[config.mk]
export PLATFORM = sky130hd
export DESIGN_NAME = i3c_target
export DESIGN_NICKNAME = d
export VERILOG_FILES = /design/src/logic/i3c_bus_pkg.sv /design/src/logic/i3c_target_pkg.sv /design/src/logic/i3c_addr_decoder.sv /design/src/logic/i3c_rx_data_path.sv /design/src/logic/i3c_tx_data_path.sv /design/src/logic/i3c_target_fsm.sv /design/src/logic/i3c_target.sv
export SDC_FILE = /design/constraint.sdc
export NUM_CORES = 1
export LEC_CHECK = 0
export BUFFER_PORTS_ARGS = -buffer_cell sky130_fd_sc_hd__buf_2
export CAP_MARGIN = 20
export CORE_MARGIN = 10
export CORE_UTILIZATION = 40
export CTS_BUF_LIST = sky130_fd_sc_hd__clkbuf_8
export DETAILED_ROUTE_END_ITERATION = 10
export PLACE_DENSITY = 0.68
export REMOVE_ABC_BUFFERS = 1
export SYNTH_ARGS = -nofsm -noshare
export SYNTH_HDL_FRONTEND = slang
export SYNTH_SLANG_ARGS = --single-unit
[constraint.sdc]
create_clock -name clk_i -period 7.4 [get_ports clk_i]
set_input_delay 0.74 -clock clk_i [delete_from_list [all_inputs] [get_ports clk_i]]
set_output_delay 0.74 -clock clk_i [all_outputs]
set_load 0.01 [all_outputs]
[src/logic/i3c_bus_pkg.sv]
// ----------------------------------------------------------
// I3C bus definitions
// Address and byte widths, broadcast address and the
// header/data view of a bus byte
// ----------------------------------------------------------

package i3c_bus_pkg;

  // Target address and bus byte widths
  localparam int unsigned AddrWidth = 7;
  localparam int unsigned ByteWidth = 8;

  // Broadcast address, only valid as a write header
  localparam logic [AddrWidth-1:0] BroadcastAddr = 7'h7E;

  // Header view of a byte
  // Address in the upper bits and the read/write flag in bit 0
  typedef struct packed {
    logic [AddrWidth-1:0] addr;
    logic                 rnw;
  } i3c_hdr_t;

  // One bus byte, read as a header or as plain data
  // Data covers write data, read data and CCC codes
  typedef union packed {
    i3c_hdr_t             hdr;
    logic [ByteWidth-1:0] data;
  } i3c_byte_u;

endpackage

[src/logic/i3c_target_pkg.sv]
// ----------------------------------------------------------
// I3C target definitions
// Primary FSM states, ACK value and T-bit parity seed
// ----------------------------------------------------------

package i3c_target_pkg;

  // Primary FSM states
  typedef enum logic [3:0] {
    Idle,
    RxFByte,
    CheckFByte,
    TxAckFByte,
    RxSByte,
    RxSByteRepeated,
    CheckSByte,
    TxAckSByte,
    RxPWriteData,
    RxPWriteTbit,
    TxPReadData,
    TxPReadTbit,
    Wait
  } target_state_e;

  // SDA held low on the ninth bit
  localparam logic AckValue = 1'b0;

  // Odd parity, T-bit is XOR of the data bits and this seed
  localparam logic ParitySeed = 1'b1;

endpackage

[src/logic/i3c_addr_decoder.sv]
// ----------------------------------------------------------
// I3C target address decoder
// Holds the last received header and matches it against the
// own address and the broadcast write header
// ----------------------------------------------------------

`timescale 1ns/1ps

module i3c_addr_decoder (
  input  logic                              clk_i,
  input  logic                              rst_ni,
  input  logic                              hdr_capture_i,
  input  i3c_bus_pkg::i3c_byte_u            hdr_i,
  input  logic                              idle_i,
  input  logic [i3c_bus_pkg::AddrWidth-1:0] sta_addr_i,
  input  logic                              sta_addr_valid_i,
  input  logic [i3c_bus_pkg::AddrWidth-1:0] dyn_addr_i,
  input  logic                              dyn_addr_valid_i,
  output logic                              our_match_o,
  output logic                              bcast_match_o,
  output logic                              rnw_o,
  output i3c_bus_pkg::i3c_byte_u            last_addr_o
);
  import i3c_bus_pkg::*;

  i3c_byte_u            hdr_q;
  logic [AddrWidth-1:0] own_addr;
  logic                 own_valid;

  // Header register, cleared between transactions
  always_ff @(posedge clk_i or negedge rst_ni) begin : hdr_reg
    if (!rst_ni) begin
      hdr_q <= '0;
    end else if (hdr_capture_i) begin
      hdr_q <= hdr_i;
    end else if (idle_i) begin
      hdr_q <= '0;
    end
  end

  // Dynamic address wins when both are valid
  assign own_addr  = dyn_addr_valid_i ? dyn_addr_i : sta_addr_i;
  assign own_valid = dyn_addr_valid_i | sta_addr_valid_i;

  // Own match ignores rnw, the FSM decides on read or write
  assign our_match_o   = own_valid & (hdr_q.hdr.addr == own_addr);
  // Broadcast only as a write header
  assign bcast_match_o = (hdr_q.hdr.addr == BroadcastAddr) & ~hdr_q.hdr.rnw;
  assign rnw_o         = hdr_q.hdr.rnw;
  assign last_addr_o   = hdr_q;

  // Own and broadcast match are exclusive unless own address is 7'h7E
  match_excl_a: assert property (@(posedge clk_i) disable iff (!rst_ni)
    (own_valid && own_addr != BroadcastAddr) |-> !(our_match_o && bcast_match_o));

endmodule

[src/logic/i3c_rx_data_path.sv]
// ----------------------------------------------------------
// I3C private write data path
// Captures data bytes, checks the odd-parity T-bit and
// writes good bytes to the RX FIFO
// ----------------------------------------------------------

`timescale 1ns/1ps

module i3c_rx_data_path (
  input  logic                              clk_i,
  input  logic                              rst_ni,
  input  logic                              wr_byte_done_i,
  input  logic                              wr_tbit_done_i,
  input  i3c_bus_pkg::i3c_byte_u            rx_data_i,
  input  logic                              rx_tbit_i,
  input  logic                              rx_fifo_wready_i,
  output logic                              rx_fifo_wvalid_o,
  output logic [i3c_bus_pkg::ByteWidth-1:0] rx_fifo_wdata_o,
  output logic                              parity_err_o,
  output logic                              rx_overflow_err_o
);
  import i3c_bus_pkg::*;
  import i3c_target_pkg::*;

  i3c_byte_u byte_q;
  logic      ovf_q;
  logic      parity_ok;

  // Last received data byte
  always_ff @(posedge clk_i) begin : byte_reg
    if (wr_byte_done_i) begin
      byte_q <= rx_data_i;
    end
  end

  // Expected T-bit from the held byte
  assign parity_ok = (rx_tbit_i == (^byte_q.data ^ ParitySeed));

  always_ff @(posedge clk_i or negedge rst_ni) begin : status_reg
    if (!rst_ni) begin
      ovf_q             <= 1'b0;
      rx_overflow_err_o <= 1'b0;
      rx_fifo_wvalid_o  <= 1'b0;
      parity_err_o      <= 1'b0;
    end else begin
      // FIFO full when the byte lands, so this byte is dropped
      if (wr_byte_done_i) begin
        ovf_q <= ~rx_fifo_wready_i;
      end
      rx_overflow_err_o <= wr_byte_done_i & ~rx_fifo_wready_i;
      // Outcome of the T-bit, one cycle later
      rx_fifo_wvalid_o  <= wr_tbit_done_i & parity_ok & ~ovf_q;
      parity_err_o      <= wr_tbit_done_i & ~parity_ok;
    end
  end

  assign rx_fifo_wdata_o = byte_q.data;

  // A byte is either written or flagged, never both
  wr_or_err_a: assert property (@(posedge clk_i) disable iff (!rst_ni)
    !(rx_fifo_wvalid_o && parity_err_o));

endmodule

[src/logic/i3c_tx_data_path.sv]
// ----------------------------------------------------------
// I3C private read data path
// Holds the byte fetched from the TX FIFO and its last flag
// ----------------------------------------------------------

`timescale 1ns/1ps

module i3c_tx_data_path (
  input  logic                              clk_i,
  input  logic                              rst_ni,
  input  logic                              rd_fetch_i,
  input  logic [i3c_bus_pkg::ByteWidth-1:0] tx_fifo_rdata_i,
  input  logic                              tx_last_byte_i,
  output logic [i3c_bus_pkg::ByteWidth-1:0] rd_byte_o,
  output logic                              rd_more_o
);
  import i3c_bus_pkg::*;

  logic [ByteWidth-1:0] byte_q;
  logic                 last_q;

  // Byte stays put through data and T-bit phases
  always_ff @(posedge clk_i) begin : byte_reg
    if (rd_fetch_i) begin
      byte_q <= tx_fifo_rdata_i;
    end
  end

  // No data pending after reset
  always_ff @(posedge clk_i or negedge rst_ni) begin : last_reg
    if (!rst_ni) begin
      last_q <= 1'b1;
    end else if (rd_fetch_i) begin
      last_q <= tx_last_byte_i;
    end
  end

  assign rd_byte_o = byte_q;
  // T-bit high while more data follows
  assign rd_more_o = ~last_q;

endmodule

[src/logic/i3c_target_fsm.sv]
// ----------------------------------------------------------
// I3C target primary FSM
// Header handling, private read/write loops, CCC latch and
// status events, with request/done toward the bus engine
// ----------------------------------------------------------

`timescale 1ns/1ps

module i3c_target_fsm (
  input  logic                              clk_i,
  input  logic                              rst_ni,
  input  logic                              target_enable_i,
  input  logic                              bus_start_det_i,
  input  logic                              bus_stop_det_i,
  input  logic                              bus_rx_done_i,
  input  i3c_bus_pkg::i3c_byte_u            bus_rx_data_i,
  input  logic                              bus_tx_done_i,
  input  logic                              our_match_i,
  input  logic                              bcast_match_i,
  input  logic                              rnw_i,
  input  logic [i3c_bus_pkg::ByteWidth-1:0] rd_byte_i,
  input  logic                              rd_more_i,
  input  logic                              tx_fifo_rvalid_i,
  output logic                              bus_rx_req_byte_o,
  output logic                              bus_rx_req_bit_o,
  output logic                              bus_tx_req_byte_o,
  output logic                              bus_tx_req_bit_o,
  output logic [i3c_bus_pkg::ByteWidth-1:0] bus_tx_value_o,
  output logic                              hdr_capture_o,
  output logic                              wr_byte_done_o,
  output logic                              wr_tbit_done_o,
  output logic                              rd_fetch_o,
  output logic [i3c_bus_pkg::ByteWidth-1:0] ccc_o,
  output logic                              ccc_valid_o,
  output logic                              event_target_nack_o,
  output logic                              target_idle_o,
  output logic                              target_transmitting_o
);
  import i3c_bus_pkg::*;
  import i3c_target_pkg::*;

  target_state_e state_q, state_d;
  logic          rx_done;
  logic          hdr_accept;
  logic          ccc_strobe;
  logic          nack_d;

  // RX requests are dropped on START, so no done counts then
  assign rx_done    = bus_rx_done_i & ~bus_start_det_i;
  // Reads only with data waiting in the TX FIFO
  assign hdr_accept = our_match_i & (~rnw_i | tx_fifo_rvalid_i);
  // Byte after the broadcast header is the CCC code
  assign ccc_strobe = (state_q == RxSByte) & rx_done;

  always_comb begin : state_outputs
    bus_rx_req_byte_o = 1'b0;
    bus_rx_req_bit_o  = 1'b0;
    bus_tx_req_byte_o = 1'b0;
    bus_tx_req_bit_o  = 1'b0;
    bus_tx_value_o    = '0;
    hdr_capture_o     = 1'b0;
    wr_byte_done_o    = 1'b0;
    wr_tbit_done_o    = 1'b0;
    case (state_q)
      // Header candidates, also the CCC byte in RxSByte
      RxFByte, RxSByte, RxSByteRepeated: begin
        bus_rx_req_byte_o = ~bus_start_det_i;
        hdr_capture_o     = rx_done;
      end
      TxAckFByte, TxAckSByte: begin
        bus_tx_req_bit_o = 1'b1;
        bus_tx_value_o   = {{(ByteWidth-1){1'b0}}, AckValue};
      end
      RxPWriteData: begin
        bus_rx_req_byte_o = ~bus_start_det_i;
        wr_byte_done_o    = rx_done;
      end
      RxPWriteTbit: begin
        bus_rx_req_bit_o = ~bus_start_det_i;
        wr_tbit_done_o   = rx_done;
      end
      TxPReadData: begin
        bus_tx_req_byte_o = 1'b1;
        bus_tx_value_o    = rd_byte_i;
      end
      TxPReadTbit: begin
        bus_tx_req_bit_o = 1'b1;
        bus_tx_value_o   = {{(ByteWidth-1){1'b0}}, rd_more_i};
      end
      default: ;
    endcase
  end

  always_comb begin : state_next
    state_d = state_q;
    nack_d  = 1'b0;
    case (state_q)
      Idle: if (target_enable_i && bus_start_det_i) state_d = RxFByte;
      RxFByte: if (rx_done) state_d = CheckFByte;
      CheckFByte: begin
        if (bcast_match_i || hdr_accept) begin
          state_d = TxAckFByte;
        end else begin
          state_d = Wait;
          nack_d  = 1'b1;
        end
      end
      TxAckFByte: begin
        if (bus_tx_done_i) begin
          state_d = bcast_match_i ? RxSByte : (rnw_i ? TxPReadData : RxPWriteData);
        end
      end
      // Repeated START means a directed header follows
      RxSByte: begin
        if (bus_start_det_i) state_d = RxSByteRepeated;
        else if (rx_done) state_d = Wait;
      end
      RxSByteRepeated: if (rx_done) state_d = CheckSByte;
      CheckSByte: begin
        if (hdr_accept) begin
          state_d = TxAckSByte;
        end else begin
          state_d = Wait;
          nack_d  = 1'b1;
        end
      end
      TxAckSByte: if (bus_tx_done_i) state_d = rnw_i ? TxPReadData : RxPWriteData;
      RxPWriteData: begin
        if (bus_start_det_i) state_d = RxFByte;
        else if (rx_done) state_d = RxPWriteTbit;
      end
      RxPWriteTbit: begin
        if (bus_start_det_i) state_d = RxFByte;
        else if (rx_done) state_d = RxPWriteData;
      end
      TxPReadData: begin
        if (bus_start_det_i) state_d = RxFByte;
        else if (bus_tx_done_i) state_d = TxPReadTbit;
      end
      // Next byte while the T-bit said more data
      TxPReadTbit: begin
        if (bus_start_det_i) state_d = RxFByte;
        else if (bus_tx_done_i) state_d = rd_more_i ? TxPReadData : Wait;
      end
      Wait: if (bus_start_det_i) state_d = RxFByte;
      default: state_d = Idle;
    endcase
    // STOP ends everything
    if (bus_stop_det_i) state_d = Idle;
  end

  always_ff @(posedge clk_i or negedge rst_ni) begin : state_reg
    if (!rst_ni) begin
      state_q             <= Idle;
      ccc_o               <= '0;
      ccc_valid_o         <= 1'b0;
      event_target_nack_o <= 1'b0;
    end else begin
      state_q             <= state_d;
      ccc_valid_o         <= ccc_strobe;
      event_target_nack_o <= nack_d;
      if (ccc_strobe) begin
        ccc_o <= bus_rx_data_i.data;
      end
    end
  end

  // Pop the TX FIFO on entry to the data phase
  assign rd_fetch_o = (state_d == TxPReadData) & (state_q != TxPReadData);

  assign target_idle_o         = (state_q == Idle);
  assign target_transmitting_o = state_q inside {TxAckFByte, TxAckSByte,
                                                 TxPReadData, TxPReadTbit};

  // One transfer at a time toward the bus engine
  req_onehot_a: assert property (@(posedge clk_i) disable iff (!rst_ni)
    $onehot0({bus_rx_req_byte_o, bus_rx_req_bit_o, bus_tx_req_byte_o, bus_tx_req_bit_o}));

  // Nothing requested while idle
  idle_quiet_a: assert property (@(posedge clk_i) disable iff (!rst_ni)
    target_idle_o |-> !(bus_rx_req_byte_o || bus_rx_req_bit_o ||
                        bus_tx_req_byte_o || bus_tx_req_bit_o));

endmodule

[src/logic/i3c_target.sv]
// ----------------------------------------------------------
// I3C target top level
// Address decoder, RX/TX data paths and primary FSM
// ----------------------------------------------------------

`timescale 1ns/1ps

module i3c_target (
  input  logic                              clk_i,
  input  logic                              rst_ni,
  input  logic                              target_enable_i,
  input  logic                              bus_start_det_i,
  input  logic                              bus_stop_det_i,
  input  logic                              bus_rx_done_i,
  input  i3c_bus_pkg::i3c_byte_u            bus_rx_data_i,
  input  logic                              bus_tx_done_i,
  output logic                              bus_rx_req_byte_o,
  output logic                              bus_rx_req_bit_o,
  output logic                              bus_tx_req_byte_o,
  output logic                              bus_tx_req_bit_o,
  output logic [i3c_bus_pkg::ByteWidth-1:0] bus_tx_value_o,
  input  logic [i3c_bus_pkg::AddrWidth-1:0] sta_addr_i,
  input  logic                              sta_addr_valid_i,
  input  logic [i3c_bus_pkg::AddrWidth-1:0] dyn_addr_i,
  input  logic                              dyn_addr_valid_i,
  output i3c_bus_pkg::i3c_byte_u            last_addr_o,
  input  logic                              rx_fifo_wready_i,
  output logic                              rx_fifo_wvalid_o,
  output logic [i3c_bus_pkg::ByteWidth-1:0] rx_fifo_wdata_o,
  output logic                              parity_err_o,
  output logic                              rx_overflow_err_o,
  input  logic                              tx_fifo_rvalid_i,
  output logic                              tx_fifo_rready_o,
  input  logic [i3c_bus_pkg::ByteWidth-1:0] tx_fifo_rdata_i,
  input  logic                              tx_last_byte_i,
  output logic [i3c_bus_pkg::ByteWidth-1:0] ccc_o,
  output logic                              ccc_valid_o,
  output logic                              event_target_nack_o,
  output logic                              target_idle_o,
  output logic                              target_transmitting_o
);
  import i3c_bus_pkg::*;

  logic                 our_match;
  logic                 bcast_match;
  logic                 rnw;
  logic                 hdr_capture;
  logic                 wr_byte_done;
  logic                 wr_tbit_done;
  logic                 rd_fetch;
  logic [ByteWidth-1:0] rd_byte;
  logic                 rd_more;

  // Fetch strobe doubles as the TX FIFO pop
  assign tx_fifo_rready_o = rd_fetch;

  // Header register clears while the FSM is idle
  i3c_addr_decoder u_addr_decoder (
    .clk_i, .rst_ni,
    .hdr_capture_i(hdr_capture), .hdr_i(bus_rx_data_i), .idle_i(target_idle_o),
    .sta_addr_i, .sta_addr_valid_i, .dyn_addr_i, .dyn_addr_valid_i,
    .our_match_o(our_match), .bcast_match_o(bcast_match), .rnw_o(rnw),
    .last_addr_o
  );

  // T-bit arrives in bit 0 of the RX data
  i3c_rx_data_path u_rx_data_path (
    .clk_i, .rst_ni,
    .wr_byte_done_i(wr_byte_done), .wr_tbit_done_i(wr_tbit_done),
    .rx_data_i(bus_rx_data_i), .rx_tbit_i(bus_rx_data_i.data[0]),
    .rx_fifo_wready_i, .rx_fifo_wvalid_o, .rx_fifo_wdata_o,
    .parity_err_o, .rx_overflow_err_o
  );

  i3c_tx_data_path u_tx_data_path (
    .clk_i, .rst_ni,
    .rd_fetch_i(rd_fetch), .tx_fifo_rdata_i, .tx_last_byte_i,
    .rd_byte_o(rd_byte), .rd_more_o(rd_more)
  );

  i3c_target_fsm u_target_fsm (
    .clk_i, .rst_ni, .target_enable_i,
    .bus_start_det_i, .bus_stop_det_i,
    .bus_rx_done_i, .bus_rx_data_i, .bus_tx_done_i,
    .our_match_i(our_match), .bcast_match_i(bcast_match), .rnw_i(rnw),
    .rd_byte_i(rd_byte), .rd_more_i(rd_more), .tx_fifo_rvalid_i,
    .bus_rx_req_byte_o, .bus_rx_req_bit_o, .bus_tx_req_byte_o, .bus_tx_req_bit_o,
    .bus_tx_value_o,
    .hdr_capture_o(hdr_capture), .wr_byte_done_o(wr_byte_done),
    .wr_tbit_done_o(wr_tbit_done), .rd_fetch_o(rd_fetch),
    .ccc_o, .ccc_valid_o, .event_target_nack_o,
    .target_idle_o, .target_transmitting_o
  );

endmodule

# After elaboration in Yosys (flattened, before gate mapping)
# Cells that the tools add are included.
# totals
output_inout_bits,44
reg_bits,43
wordCells,94
in_bits,42
# classes
muxes,37
reduce_logical,9
eq_ne,17
n_bitwise,19
# op_table
cell,n
2-to-1 mux 4 bit,20
one-hot mux 4 bit (13 select lines),1
equality test 4 bit (second input constant),6
equality test 4 x 3 -> 1 bit (second input constant),4
2-to-1 mux 8 bit,2
one-hot mux 8 bit (2 select lines),1
bitwise AND 1 bit,10
2-to-1 mux 1 bit,9
equality test 4 x 2 -> 1 bit (second input constant),2
XOR reduction 8 bit,1
equality test 7 bit,1
equality test 7 bit (second input constant),1
2-to-1 mux 7 bit,1
NOT 1 bit,7
OR reduction 3 bit,2
equality test 4 x 1 -> 1 bit (second input constant),1
logical NOT 4 bit,1
inequality test 4 bit (second input constant),1
nonzero test 4 bit,1
OR reduction 4 bit,1
2-to-1 mux 3 bit,1
2-to-1 mux 2 bit,1
bitwise OR 1 bit,2
one-hot mux 1 bit (2 select lines),1
4 further kinds,4

# Longest topological paths before layout
# logic_depth
word_depth,10
ltp_mapped,8
depth_no_buf,7

# Modules after synthesis
# A second synthesis with hierarchy kept.
# unflattened
cells_unflattened,209
hier_area_um2,2306.0
# by_module_without_submodules
mod,n_inst,cells_per_inst,area_each_um2,seq_area_each_um2
i3c_target_fsm,1,111,1001.0,350.3
i3c_addr_decoder,1,59,528.0,200.2
i3c_rx_data_path,1,28,491.7,340.3
i3c_tx_data_path,1,11,285.3,266.5

# Worst setup path after synthesis
# No wires, ideal clock.
# synth_path
path_kind,input to output
start,input port dyn_addr_valid_i
end,output port tx_fifo_rready_o
path_buffers,1
arrival_ns,2.385
cell_stages,7
required_time_ns,6.660
setup_slack_ns,4.275
cell_sequence,buf_6 > mux2i_1 > xnor2_1 > nor4_4 > nand2_2 > a221oi_2 > nor4b_4
# synth_via
elab_chain_cells,10
word_cells_on_any_way,12
classes_between,eq/ne: 2; mux: 5; bitwise: 4; reduce/logical: 1
# synth_lines
element,line_no,source
start: declaration,i3c_target.sv:25,"input logic dyn_addr_valid_i,"
2-to-1 mux 7 bit,i3c_addr_decoder.sv:42,assign own_addr = dyn_addr_valid_i ? dyn_addr_i : sta_addr_i;
equality test 7 bit,i3c_addr_decoder.sv:46,assign our_match_o = own_valid & (hdr_q.hdr.addr == own_addr);
bitwise AND 1 bit (*),i3c_addr_decoder.sv:46,
bitwise AND 1 bit (*),i3c_target_fsm.sv:51,assign hdr_accept = our_match_i & (~rnw_i | tx_fifo_rvalid_i);
logical OR 1 bit,i3c_target_fsm.sv:101,if (bcast_match_i || hdr_accept) begin
2-to-1 mux 4 bit,i3c_target_fsm.sv:101,
one-hot mux 4 bit (13 select lines) (*),i3c_target_fsm.sv:97,case (state_q)
2-to-1 mux 4 bit (*),i3c_target_fsm.sv:149,if (bus_stop_det_i) state_d = Idle;
equality test 4 bit (*),i3c_target_fsm.sv:169,assign rd_fetch_o = (state_d == TxPReadData) & (state_q != TxPReadData);
bitwise AND 1 bit (*),i3c_target_fsm.sv:169,
end: declaration,i3c_target.sv:33,"output logic tx_fifo_rready_o,"
# Every way passes the cells marked *; elsewhere a longest branch is shown, timed or not.

# Worst setup path after layout
# layout_path
start,register u_target_fsm.state_q[3]
end,output port tx_fifo_rready_o
# layout_via
elab_chain_cells,6
word_cells_on_any_way,34
classes_between,eq/ne: 14; mux: 18; bitwise: 1; reduce/logical: 1
# layout_lines
element,line_no,source
start: declaration,i3c_target_fsm.sv:42,"target_state_e state_q, state_d;"
start signal: assignment,i3c_target_fsm.sv:154,state_q <= Idle;
start signal: assignment,i3c_target_fsm.sv:159,state_q <= state_d;
2-to-1 mux 4 bit (on tied branches) (2 in series),n/a,
one-hot mux 4 bit (13 select lines),i3c_target_fsm.sv:97,
2-to-1 mux 4 bit,i3c_target_fsm.sv:149,
equality test 4 bit,i3c_target_fsm.sv:169,
bitwise AND 1 bit (*),i3c_target_fsm.sv:169,
# Marks and branches as above.

==> reports/qor.txt <==
Final ANT Viol Nets - 0
Die height - 93.6 um
Final std cells w/o fill - 352
FF+latch count, synth - 43
Dpl ws - 3.78 ns
Mapped Cells - 198
Clk_lat worst skew - 0.30 ns
Skew final - 0.0111 ns
Worst path arrival time - 3.05 ns
Register area share after synthesis - 53.5%
Layout net count - 323
Core Util, Final - 53.1%
Detailed-route vias per instance - 4.94
Critical Path, Cell by Cell - nor2b_1 -> nand2_1 -> o32ai_1 -> o21ai_0 -> o21a_1 -> nor4b_4 -> buf_2
Leakage Power - 1.34 nW
Vias in the first global route - 1797
# H-tree levels - 2
Synth Area per Inst - 10.9 um^2
Initial DRC count - 75
Status - finished clean
# IOs - 86
Site row count - 26
Power Dens Cells - 188 nW/um^2
Final setup viols - 0
HP Class - primary input to async pin
Crit. End Element - output pin
# port buffers - 85
Critical-path top delay cell - dfrtp_1
Placed cell count - 344
Crit path kind - flip-flop to output pin
Max_cap viols - 0
Final WL - 5550 um
Starting Density - 41.8%
Setup TNS Final - 0 ns
Clock tree sinks - 43
HPWL after detailed placement - 4350 um
Placer Congestion - 0.801
Tmin final - 3.79 ns
Top_reg_cell synth - dfrtp_1
Count leader, synth - nand2_1
Crit path max-delay family - simple AND/OR/NAND/NOR gates
Initial antenna violation count - 0
CP peak stage delay - 0.71 ns
Yosys top cell area share - 30.1%
Synth area leaders - dfrtp_1 (30%), edfxtp_1 (22%), xnor2_1 (5.7%), nand2_1 (5.4%), mux2i_1 (3.7%)
Setup ws final - 3.61 ns
Post-DR wirelength/cell - 15.8 um
Max Root-Sink Buffers - 2
Max_slew headroom - 43.7%
Top cells by count, synth - nand2_1 (31), dfrtp_1 (26), edfxtp_1 (16)
Hold_ws - 0.439 ns
Yosys warns - 0
Final Max Tran Viols - 0
Core box area - 5170 um^2
Cts hold-fix bufs - 0
RSZ-0062 raised after global routing - no
Horiz. Die Dim - 93.6 um
Share of layout cells above drive strength 1 - 36.2%
Clk root buf - clkbuf_8
Post-synth top area cell - dfrtp_1
Worst-Margin Slew - 0.837 ns
TritonRoute pass-1 iters - 4
Area of the die - 8750 um^2
Vias - 1738
Largest net degree at the start of global routing - 28
Fin crit share - 51.2%
Clk slew on worst S/H paths - 0.09 ns
WP buf/inv - 1
Total track usage - 12.8%
Fmax achieved - 264 MHz
Remaining DRCs - 0
Final hold violation count - 0
CTS tree - done
Diodes inserted - 0
First-pass GRT wire length - 9100 um
Startpoint Class - flip-flop
Layout area overhead - 26.9%
Number of synthesized flops with an enable pin - 16
Yosys cell types - 46
Netlist Area Pre-Place - 2160 um^2
Async SR Flop Fraction - 62.8%
Critical Path Fanout Max - 16
Post-CTS sizing - 0
Setup bufs post-CTS - 0
GRT overflow - 0
Max VDD drop - 106 uV
Worst Path Required - 6.66 ns
Total CTS buffers - 5
## power breakdown
part / internal, mW / switching, mW / leakage [nW]
Combinational: 0.0287 / 0.0344 / 0.765
Sequential: 0.256 / 0.00852 / 0.513
Clock: 0.102 / 0.0856 / 0.0591
## path summary, 6_finish.rpt
check	slack [ns]	to	start	cells after the start
max in group asynchronous	6.54	u_target_fsm.event_target_nack_o	rst_ni	1
worst min register to register	0.44	u_rx_data_path.rx_fifo_wvalid_o	u_rx_data_path.ovf_q	1
worst min-delay path	0.44	u_target_fsm.ccc_o[3]	rst_ni	1
worst max-delay path	3.61	tx_fifo_rready_o	u_target_fsm.state_q[3]	7
worst max register to register	4.44	u_tx_data_path.last_q	u_target_fsm.state_q[3]	7
min in group clk_i	0.44	u_rx_data_path.rx_fifo_wvalid_o	u_rx_data_path.ovf_q	1
## sequential cells by signal, indices dropped and copies added, names as in the netlist
| name | count |
|---|---|
| u_rx_data_path.rx_overflow_err_o | 1 |
| u_rx_data_path.rx_fifo_wvalid_o | 1 |
| u_target_fsm.ccc_o | 8 |
| u_tx_data_path.rd_byte_o | 8 |
| u_target_fsm.ccc_valid_o | 1 |
| u_rx_data_path.parity_err_o | 1 |
| u_rx_data_path.ovf_q | 1 |
| u_tx_data_path.last_q | 1 |
| u_addr_decoder.last_addr_o | 8 |
| u_rx_data_path.rx_fifo_wdata_o | 8 |
| u_target_fsm.event_target_nack_o | 1 |
| u_target_fsm.state_q | 4 |
## metal layers
metal / GRT usage, % / vias to the layer above / wire (um)
met5: 0 / - / 0
met4: 3.42 / 0 / 54
met3: 4.64 / 5 / 435
met2: 20.2 / 66 / 2540
met1: 16.2 / 806 / 2520
li1: - / 861 / -
## final cells by class
| class | count | area [um^2] |
|---|---|---|
| Fill cell | 455 | 2430 |
| Sequential cell | 43 | 1160 |
| Multi-Input combinational cell | 140 | 940 |
| Timing Repair Buffer | 85 | 425 |
| Tap cell | 70 | 87.6 |
| Clock buffer | 5 | 68.8 |
| Clock inverter | 3 | 45.0 |
| Inverter | 6 | 22.5 |
## per-stage QoR
| step | power (mW) | instance area [um^2] |
|---|---|---|
| floorplan | 0.301 | 2120 |
| global placement | 0.332 | 2630 |
| detailed placement | 0.334 | 2630 |
| CTS | 0.520 | 2750 |
| global route | 0.538 | 2750 |
| finish | 0.515 | 2750 |
## worst register-to-register path, stage by stage, from the launching register on
cell	delay, ns
dfrtp_1	0.71
nor2b_1	0.30
nand2_1	0.17
o32ai_1	0.39
o21ai_0	0.17
o21a_1	0.16
nor4b_4	0.60
mux2_1	0.39
## cells by family after synthesis
kind of cell / Yosys count / share of synthesized area [%]
multiplexers: 9 / 4.22
XOR/XNOR: 16 / 6.47
AO/OA/AOI/OAI: 34 / 11.2
AND/OR/NAND/NOR: 81 / 21.6
buffers and inverters: 15 / 3.12
flip-flops: 43 / 53.5
## cells in the final DEF, fill, tap and decap left out, types with 2 or more instances in the layout
cell type / instances
nand2b_1: 2
o21ai_0: 5
nand3_1: 4
or2_2: 2
o31ai_1: 2
o22ai_1: 2
o21a_1: 3
mux2i_1: 8
inv_1: 5
clkbuf_8: 5
xnor2_1: 14
and3_1: 2
a21oi_1: 6
nor2_1: 10
nor2b_1: 5
nand2_1: 31
a22o_1: 8
nor3_1: 4
nand3b_1: 2
nor4_4: 2
buf_2: 85
and2_1: 7
xor2_1: 2
edfxtp_1: 16
dfrtp_1: 26
nand4b_1: 2
Note: power is estimated with default switching activity, not from simulation.
